`src/busPkg.sv`:
```
package busPkg;

        ////////////////////////////////////////////////////////////////////////////
        // Bus word and register file sizes
        ////////////////////////////////////////////////////////////////////////////

        localparam int wordWidth = 32;
        localparam int regCount  = 16;

        typedef logic [wordWidth-1:0] wordT;

        // Z register pair, high word first.
        typedef struct packed {
                wordT high;
                wordT low;
        } pairT;

        ////////////////////////////////////////////////////////////////////////////
        // Bus source codes
        ////////////////////////////////////////////////////////////////////////////

        localparam int srcWidth = 5;

        localparam logic [srcWidth-1:0] srcGeneral = 5'd0;  // R0 to R15 sit at 0 to 15.
        localparam logic [srcWidth-1:0] srcPC      = 5'd16;
        localparam logic [srcWidth-1:0] srcMDR     = 5'd17;
        localparam logic [srcWidth-1:0] srcZHigh   = 5'd18;
        localparam logic [srcWidth-1:0] srcZLow    = 5'd19;
        localparam logic [srcWidth-1:0] srcHI      = 5'd20;
        localparam logic [srcWidth-1:0] srcLO      = 5'd21;
        localparam logic [srcWidth-1:0] srcC       = 5'd22;

endpackage

```
`src/isaPkg.sv`:
```
package isaPkg;

        ////////////////////////////////////////////////////////////////////////////
        // Instruction register fields
        ////////////////////////////////////////////////////////////////////////////

        localparam int fieldWidth = 4;                // One register field.
        localparam int opMsb      = 31;
        localparam int opLsb      = opMsb - 4;        // Five opcode bits.
        localparam int raMsb      = opLsb - 1;
        localparam int rbMsb      = raMsb - fieldWidth;
        localparam int rcMsb      = rbMsb - fieldWidth;
        localparam int constWidth = rcMsb + 1;        // C takes bits 18 down to 0.

        ////////////////////////////////////////////////////////////////////////////
        // ALU operation codes
        ////////////////////////////////////////////////////////////////////////////

        localparam int aluOpWidth = 5;

        localparam logic [aluOpWidth-1:0] aluOpAdd = 5'b00011;
        localparam logic [aluOpWidth-1:0] aluOpSub = 5'b00100;
        localparam logic [aluOpWidth-1:0] aluOpShr = 5'b00101;
        localparam logic [aluOpWidth-1:0] aluOpShl = 5'b00111;
        localparam logic [aluOpWidth-1:0] aluOpAnd = 5'b01010;
        localparam logic [aluOpWidth-1:0] aluOpOr  = 5'b01011;
        localparam logic [aluOpWidth-1:0] aluOpNeg = 5'b10001;
        localparam logic [aluOpWidth-1:0] aluOpNot = 5'b10010;

endpackage

```
`src/alu.sv`:
```
`timescale 1ns/100ps

module alu (
        input  logic [isaPkg::aluOpWidth-1:0] operation,
        input  busPkg::wordT                  yData,
        input  busPkg::wordT                  busData,
        output busPkg::pairT                  result
);

        import busPkg::*;
        import isaPkg::*;

        localparam int shiftWidth = $clog2(wordWidth);

        wordT                  lowWord;
        logic                  opKnown;
        logic [shiftWidth-1:0] shiftAmount;

        assign shiftAmount = busData[shiftWidth-1:0];

        ////////////////////////////////////////////////////////////////////////////
        // Operation select
        ////////////////////////////////////////////////////////////////////////////

        always_comb begin
                lowWord = '0;
                opKnown = 1'b1;
                case (operation)
                        aluOpAnd: lowWord = yData & busData;
                        aluOpOr:  lowWord = yData | busData;
                        aluOpAdd: lowWord = yData + busData;
                        aluOpSub: lowWord = yData - busData;
                        aluOpShr: lowWord = yData >> shiftAmount;  // Logical.
                        aluOpShl: lowWord = yData << shiftAmount;
                        // Unary ops take the bus operand.
                        aluOpNeg: lowWord = -busData;
                        aluOpNot: lowWord = ~busData;
                        default: begin
                                opKnown = 1'b0;
                        end
                endcase
        end

        // Result in the low word, sign fill above.
        always_comb begin
                result = '0;
                if (opKnown) begin
                        result.low  = lowWord;
                        result.high = {wordWidth{lowWord[wordWidth-1]}};
                end
        end

endmodule

```
`src/busMux.sv`:
```
`timescale 1ns/100ps

module busMux (
        input  logic [busPkg::regCount-1:0] regOut,
        input  logic                        BAout,
        input  logic                        PCout,
        input  logic                        MDRout,
        input  logic                        ZHighout,
        input  logic                        Zlowout,
        input  logic                        HIout,
        input  logic                        LOout,
        input  logic                        Cout,
        input  busPkg::wordT                regData [busPkg::regCount],
        input  busPkg::wordT                pcData,
        input  busPkg::wordT                mdrData,
        input  busPkg::pairT                zData,
        input  busPkg::wordT                hiData,
        input  busPkg::wordT                loData,
        input  busPkg::wordT                constExt,
        output busPkg::wordT                busData
);

        import busPkg::*;

        localparam int indexWidth = $clog2(regCount);

        logic [srcWidth-1:0] srcCode;
        logic                srcValid;
        logic [srcWidth-1:0] regIndex;

        ////////////////////////////////////////////////////////////////////////////
        // Out-strobe encoder
        ////////////////////////////////////////////////////////////////////////////

        always_comb begin
                srcCode  = srcGeneral;
                srcValid = 1'b1;
                if (PCout)         srcCode = srcPC;
                else if (MDRout)   srcCode = srcMDR;
                else if (ZHighout) srcCode = srcZHigh;
                else if (Zlowout)  srcCode = srcZLow;
                else if (HIout)    srcCode = srcHI;
                else if (LOout)    srcCode = srcLO;
                else if (Cout)     srcCode = srcC;
                else if (|regOut) begin
                        for (int i = 0; i < regCount; i++) begin
                                if (regOut[i]) srcCode = srcGeneral + srcWidth'(i);
                        end
                end else begin
                        srcValid = 1'b0;  // Idle bus.
                end
        end

        assign regIndex = srcCode - srcGeneral;

        ////////////////////////////////////////////////////////////////////////////
        // Bus multiplexer
        ////////////////////////////////////////////////////////////////////////////

        always_comb begin
                busData = '0;
                if (srcValid) begin
                        case (srcCode)
                                srcPC:    busData = pcData;
                                srcMDR:   busData = mdrData;
                                srcZHigh: busData = zData.high;
                                srcZLow:  busData = zData.low;
                                srcHI:    busData = hiData;
                                srcLO:    busData = loData;
                                srcC:     busData = constExt;
                                default: begin
                                        if (!(BAout && regIndex == '0)) begin
                                                busData = regData[regIndex[indexWidth-1:0]];
                                        end
                                end
                        endcase
                end
        end

endmodule

```
`src/dataReg.sv`:
```
`timescale 1ns/100ps

module dataReg #(
        parameter type payloadT = busPkg::wordT
) (
        input  logic    Clock,
        input  logic    rstN,
        input  logic    load,
        input  payloadT d,
        output payloadT q
);

        always_ff @(posedge Clock) begin
                if (!rstN) begin
                        q <= '0;
                end else if (load) begin
                        q <= d;  // Holds until the next load.
                end
        end

endmodule

```
`src/datapath.sv`:
```
`timescale 1ns/100ps

module datapath (
        input  logic                          Clock,
        input  logic                          rstN,
        input  logic                          PCin,
        input  logic                          IRin,
        input  logic                          Yin,
        input  logic                          MARin,
        input  logic                          HIin,
        input  logic                          LOin,
        input  logic                          MDRin,
        input  logic                          Zin,
        input  logic                          PCout,
        input  logic                          MDRout,
        input  logic                          ZHighout,
        input  logic                          Zlowout,
        input  logic                          HIout,
        input  logic                          LOout,
        input  logic                          Cout,
        input  logic                          IncPC,
        input  logic                          Read,
        input  logic                          GRA,
        input  logic                          GRB,
        input  logic                          GRC,
        input  logic                          Rin,
        input  logic                          Rout,
        input  logic                          BAout,
        input  logic [isaPkg::aluOpWidth-1:0] operation,
        input  busPkg::wordT                  Mdatain,
        output busPkg::wordT                  busData,
        output busPkg::wordT                  marData
);

        import busPkg::*;

        wordT                regData [regCount];
        wordT                pcData, pcNext, irData, yData, hiData, loData, mdrData;
        wordT                constExt;
        pairT                zData, aluResult;
        logic [regCount-1:0] regIn, regOut;

        ////////////////////////////////////////////////////////////////////////////
        // Registers on the shared bus
        ////////////////////////////////////////////////////////////////////////////

        for (genvar i = 0; i < regCount; i++) begin : genRegs
                dataReg gpReg (.Clock, .rstN, .load(regIn[i]), .d(busData), .q(regData[i]));
        end

        assign pcNext = IncPC ? pcData + 1'b1 : busData;  // Increment path.

        dataReg pcReg  (.Clock, .rstN, .load(PCin),  .d(pcNext),  .q(pcData));
        dataReg irReg  (.Clock, .rstN, .load(IRin),  .d(busData), .q(irData));
        dataReg yReg   (.Clock, .rstN, .load(Yin),   .d(busData), .q(yData));
        dataReg marReg (.Clock, .rstN, .load(MARin), .d(busData), .q(marData));
        dataReg hiReg  (.Clock, .rstN, .load(HIin),  .d(busData), .q(hiData));
        dataReg loReg  (.Clock, .rstN, .load(LOin),  .d(busData), .q(loData));

        dataReg #(.payloadT(pairT)) zReg (.Clock, .rstN, .load(Zin), .d(aluResult), .q(zData));

        mdrUnit mdr (.Clock, .rstN, .MDRin, .Read, .busData, .Mdatain, .mdrData);

        ////////////////////////////////////////////////////////////////////////////
        // Select, bus and ALU
        ////////////////////////////////////////////////////////////////////////////

        regSelect select (
                .irData, .GRA, .GRB, .GRC, .Rin, .Rout, .BAout,
                .regIn, .regOut, .constExt
        );

        busMux mux (
                .regOut, .BAout, .PCout, .MDRout, .ZHighout, .Zlowout, .HIout, .LOout, .Cout,
                .regData, .pcData, .mdrData, .zData, .hiData, .loData, .constExt,
                .busData
        );

        alu aluUnit (.operation, .yData, .busData, .result(aluResult));

        ////////////////////////////////////////////////////////////////////////////
        // Control word checks
        ////////////////////////////////////////////////////////////////////////////

        // One bus driver per cycle, general registers included.
        assert property (@(posedge Clock) disable iff (!rstN)
                $onehot0({PCout, MDRout, ZHighout, Zlowout, HIout, LOout, Cout, |regOut}));

        assert property (@(posedge Clock) disable iff (!rstN)
                $onehot0({GRA, GRB, GRC}));

        // MDR loading from memory while it drives the bus.
        assert property (@(posedge Clock) disable iff (!rstN)
                !(MDRin && Read && MDRout));

endmodule

```
`src/mdrUnit.sv`:
```
`timescale 1ns/100ps

module mdrUnit (
        input  logic         Clock,
        input  logic         rstN,
        input  logic         MDRin,
        input  logic         Read,
        input  busPkg::wordT busData,
        input  busPkg::wordT Mdatain,
        output busPkg::wordT mdrData
);

        import busPkg::*;

        wordT nextData;

        // Memory word on a read, bus word otherwise.
        assign nextData = Read ? Mdatain : busData;

        dataReg #(
                .payloadT(wordT)
        ) mdrReg (
                .Clock(Clock),
                .rstN (rstN),
                .load (MDRin),
                .d    (nextData),
                .q    (mdrData)
        );

endmodule

```
`src/regSelect.sv`:
```
`timescale 1ns/100ps

module regSelect (
        input  busPkg::wordT                  irData,
        input  logic                          GRA,
        input  logic                          GRB,
        input  logic                          GRC,
        input  logic                          Rin,
        input  logic                          Rout,
        input  logic                          BAout,
        output logic [busPkg::regCount-1:0]   regIn,
        output logic [busPkg::regCount-1:0]   regOut,
        output busPkg::wordT                  constExt
);

        import busPkg::*;
        import isaPkg::*;

        logic [fieldWidth-1:0] field;
        logic                  fieldValid;
        logic [regCount-1:0]   decoded;

        ////////////////////////////////////////////////////////////////////////////
        // Field select and 4-to-16 decode
        ////////////////////////////////////////////////////////////////////////////

        always_comb begin
                field      = '0;
                fieldValid = 1'b1;
                if (GRA) begin
                        field = irData[raMsb -: fieldWidth];
                end else if (GRB) begin
                        field = irData[rbMsb -: fieldWidth];
                end else if (GRC) begin
                        field = irData[rcMsb -: fieldWidth];
                end else begin
                        fieldValid = 1'b0;  // No field, no register.
                end
        end

        assign decoded = fieldValid ? (regCount'(1) << field) : '0;

        assign regIn  = decoded & {regCount{Rin}};
        assign regOut = decoded & {regCount{Rout | BAout}};  // Bus mux zeroes R0 on BAout.

        // Sign-extended C field.
        assign constExt = {{(wordWidth - constWidth){irData[constWidth-1]}},
                           irData[constWidth-1:0]};

endmodule

```
`config.mk`:
```
export PLATFORM = sky130hd
export DESIGN_NAME = datapath
export DESIGN_NICKNAME = d
export VERILOG_FILES = /design/src/busPkg.sv /design/src/isaPkg.sv /design/src/alu.sv /design/src/busMux.sv /design/src/dataReg.sv /design/src/datapath.sv /design/src/mdrUnit.sv /design/src/regSelect.sv
export SDC_FILE = /design/constraint.sdc
export NUM_CORES = 2
export LEC_CHECK = 0
export BUFFER_PORTS_ARGS = -buffer_cell sky130_fd_sc_hd__buf_2
export CORE_MARGIN = 8
export CORE_UTILIZATION = 35
export CTS_BUF_LIST = sky130_fd_sc_hd__clkbuf_8 sky130_fd_sc_hd__clkbuf_16
export DETAILED_ROUTE_END_ITERATION = 8
export SKIP_LAST_GASP = 1
export SYNTH_ARGS = -nofsm -noshare
export SYNTH_HDL_FRONTEND = slang
export SYNTH_HIERARCHICAL = 1
export SYNTH_SLANG_ARGS = --single-unit
export TNS_END_PERCENT = 5
```
`constraint.sdc`:
```
create_clock -name Clock -period 12.6 [get_ports Clock]
set_input_delay 0.63 -clock Clock [delete_from_list [all_inputs] [get_ports Clock]]
set_output_delay 0.63 -clock Clock [all_outputs]
set_load 0.01 [all_outputs]
```
# Word-level counts from Yosys, hierarchy flattened
# Index checks and enable logic that the tools add are counted.
[word_totals]
register_bits = 795
inputBits = 62
output_inout_bits = 64
elab_cells = 108
[classes]
add_sub_neg = 4
n_lt_le_gt_ge = 1
eq_ne = 15
shift = 3
muxes = 49
n_bitwise = 7
n_reduce_logical = 4
[ops]
columns = ["cell", "n"]
rows = [
  ["$pmux 32 s8", 1],
  ["$pmux 32 s7", 1],
  ["$mux 32", 6],
  ["$bmux 32 s4", 1],
  ["$mux 64", 1],
  ["$eq 5x5->1 const B", 9],
  ["$mux 4", 11],
  ["$mux 5", 8],
  ["$add 32x1->32 const B", 1],
  ["$add 32x32->32", 1],
  ["$and 16x16->16", 2],
  ["$and 32x32->32", 1],
  ["$neg 32->32", 1],
  ["$not 32->32", 1],
  ["$or 32x32->32", 1],
  ["$shl 32x5->32", 1],
  ["$shr 32x5->32", 1],
  ["$sub 32x32->32", 1],
  ["$mux 16", 1],
  ["$reduce_or 16->1", 1],
  ["$shl 1x4->16 const A", 1],
  ["$eq 5x3->1 const B", 3],
  ["$mux 1", 13],
  ["$mux 3", 4],
  ["9 further kinds", 11],
]

# Longest topological paths before layout
[logic_depth]
word_depth = 39
mapped_depth = 33

# Hierarchy
# Netlist, hierarchy kept.
[by_module_without_submodules]
columns = ["mod", "instances", "cells_each", "area_each_um2"]
rows = [
  ["dataReg at genRegs[0].gpReg ...", 23, 103, 1243.7],
  ["alu", 1, 1239, 8445.6],
  ["busMux", 1, 1020, 6545.0],
  ["dataReg at zReg", 1, 206, 2451.1],
  ["datapath", 1, 175, 1019.7],
  ["regSelect", 1, 114, 720.7],
  ["mdrUnit", 1, 36, 544.3],
]

# Worst setup path after synthesis
# OpenSTA, ideal clock, no wires.
[synth_path]
kind = "input-to-reg"
start = "in GRB"
end = "reg zReg/q[61] (netlist bit)"
setup_time_ns = 0.065
arrival_ns = 9.368
t_required_ns = 12.535
path_slack_ns = 3.167
stages = 33
path_cell_list = "buf_6 -> a21oi_1 -> a22o_2 -> nand2_1 -> nor2_1 -> nor2_1 -> o31a_1 -> a2111oi_4 -> buf_6 -> nor2_4 -> buf_4 -> buf_2 -> mux2i_1 -> o21ai_0 -> o221ai_1 -> a211oi_1 -> inv_2 -> buf_2 -> buf_1 -> clkbuf_1 -> ha_1 -> o211ai_1 -> o211ai_1 -> a21oi_1 -> o31ai_1 -> a21oi_1 -> o31a_1 -> o41ai_2 -> xnor2_1 -> o211ai_1 -> buf_4 -> mux2i_1 -> nor2b_1"
[synth_rtl]
columns = ["item", "line", "text"]
rows = [
  ["start: declaration", "datapath.sv:24", "input logic GRB,"],
  ["end signal: assignment", "dataReg.sv:15", "q <= '0;"],
  ["end signal: assignment", "dataReg.sv:17", "q <= d;"],
  ["end: declaration", "dataReg.sv:10", "output payloadT q"],
]

==> reports/results.tsv <==
metric	value	unit
critical path required time	13170	ps
CTS tree	built	
Reg area	0.01592	sq mm
total chip power	6.292	mW
root buffer cell	clkbuf_16	
Initial Utilization	0.3515	
Placer Congestion	1.033	
Rel. slew slack	0.1743	
Max FO, Critical Path	52	
power per cell area	121.0	mW/mm^2
transition time of the tightest slew-check pin	1239	ps
Via density	5.790	
cts repair resizes	0	
wire length on met1	83.13	mm
CTS sink cnt	795	
Synth warnings	6	
clock-pin slew on the worst setup and hold paths	60	ps
routed wl met3	16.16	mm
Top Layer Used	met5	
Crit. End Element	flip-flop	
die height	386.9	microns
IO Count	126	
area of the multi-input gates	0.02881	sq mm
# hold bufs at CTS	0	
Clock Skew	42.16	ps
grt total ovfl	0	
Die Wd	386.9	microns
Hold Fails Final Rpt	0	
achievable frequency	103.7	MHz
max-cap viol count	0	
layout cells sized above 1	0.1165	
Antenna Violating Nets Remaining	0	
number of remaining DRC errors	0	
# port buffers	125	
unrepaired setup endpoints after global routing	false	
Startpoint Class	flip-flop	
CP bufs+invs	3	
largest net degree at the start of global routing	282	
critical path arrival	10210	ps
Top Family by Delay on Critical Path	compound AO/OA/AOI/OAI gates	
Routed met2 length	79.20	mm
drt pass-1 iters	6	
HP Class	input pin to flip-flop	
global-route usage over all layers	0.2368	
drt total wl	188.1	mm
period utilization	0.7655	
fin crit period	9645	ps
initial drt markers	5125	
Clk Latency, worst-skew pair	720	ps
Reg2Reg Setup Slack	2960	ps
Setup TNS Final	0	ps
initial antenna violation count	12	
Peak VDD IR	0.09745	mV
vias in the first global route	37729	
Worst Path Class, Setup	flip-flop to flip-flop	
Post-Place Cells	6741	
number of nets in the layout	5207	
area growth from synthesis to layout	8.019	%
wire length per cell	27.24	microns
core area	0.1370	sq mm
Die Area	0.1497	sq mm
H-tree depth	3	
Leak	18.11	nW
Max Slew Vio Count	0	
global-route wire length before repair	270.8	mm
via count	39985	
fill count	13739	
Final setup viols	0	
Avg Inst Size Synth	9.360	sq um
total CTS buffers	89	
Gate Count Post-Synth	5144	
num rows	136	
Crit-path slowest cell	a2111oi_4	
final cell count without fillers	6906	
syn nets	5313	
setup bufs post-CTS	0	
hpwl dp	125.0	mm
CP peak stage delay	960	ps
Cell Area, Synth	0.04815	sq mm
Max clock buf depth	3	
status	completed	
-- per-stage QoR --
stage / util / cell area [sq um] / setup WS, ps / hold slack [ps]
floorplan: - / 48150 / 3167 / 473.7
global placement: 0.3574 / 48960 / 3396 / 487.0
detailed placement: 0.3574 / 48960 / 3277 / 491.3
CTS: 0.3796 / 52000 / 3217 / 296.1
global route: 0.3796 / 52000 / 2695 / 324.4
finish: 0.3797 / 52010 / 2955 / 325.8
-- flip-flops by register name, summed over array words and instances, names as in the netlist --
register,flops
genRegs.gpReg/q,512
zReg/q,64
hiReg/q,32
loReg/q,32
marReg/q,32
mdr/mdrReg/q,32
pcReg/q,32
yReg/q,32
irReg/q,27
-- cell usage in the layout (no fill, tap or decap), drive strengths merged, types with 16 or more instances in the layout --
cell / count
nor4: 28
nand4: 31
ha: 105
nand2b: 25
mux4: 21
nor2b: 806
nand2: 258
a22oi: 51
nor3: 54
a21oi: 200
o31ai: 31
a211oi: 66
or3: 26
or4: 24
inv: 107
nand3: 59
and3: 61
o221ai: 74
dfxtp: 795
o22ai: 47
mux2: 43
a221oi: 37
clkinv: 18
xnor2: 41
mux2i: 890
buf: 259
nor2: 221
a31o: 16
a31oi: 87
xor2: 25
a21o: 37
clkbuf: 113
o211ai: 33
o21ai: 191
-- final timing paths --
kind / cells after the start / start / to
worst min-delay path: 3 / Zin / zReg/q[3]
worst max-delay path: 28 / irReg/q[18] / zReg/q[30]
worst min register to register: 2 / genRegs[0].gpReg/q[11] / genRegs[0].gpReg/q[11]
worst max register to register: 28 / irReg/q[18] / zReg/q[30]
-- report_power, final --
part | switching [mW] | internal, mW | total (mW)
clock network | 1.15 | 1.55 | 2.70
logic | 0.648 | 0.346 | 0.994
registers | 0.0400 | 2.55 | 2.59
total | 1.84 | 4.45 | 6.29
-- area by class of cell --
class / count / area share
multi-input combinational: 3806 / 0.5539
antenna: 4 / 0.0001925
timing repair buffer: 259 / 0.03209
clock inverter: 48 / 0.008829
inverter: 87 / 0.006279
sequential: 795 / 0.3060
clock buffer: 113 / 0.04960
tap: 1794 / 0.04316
-- layer usage --
metal  vias up  track usage
met1     19504       0.3297
met3       409      0.04278
li1      18190            -
met2      1878       0.3527
met4         4       0.1112
met5         -            0
-- tightest hold or removal path: cells and delay by family --
family | cells | cell delay [ps]
muxes | 1 | 90
buffers and inverters | 1 | 160
and+or+nand+nor | 1 | 100
(Power assumes the default switching activity.)
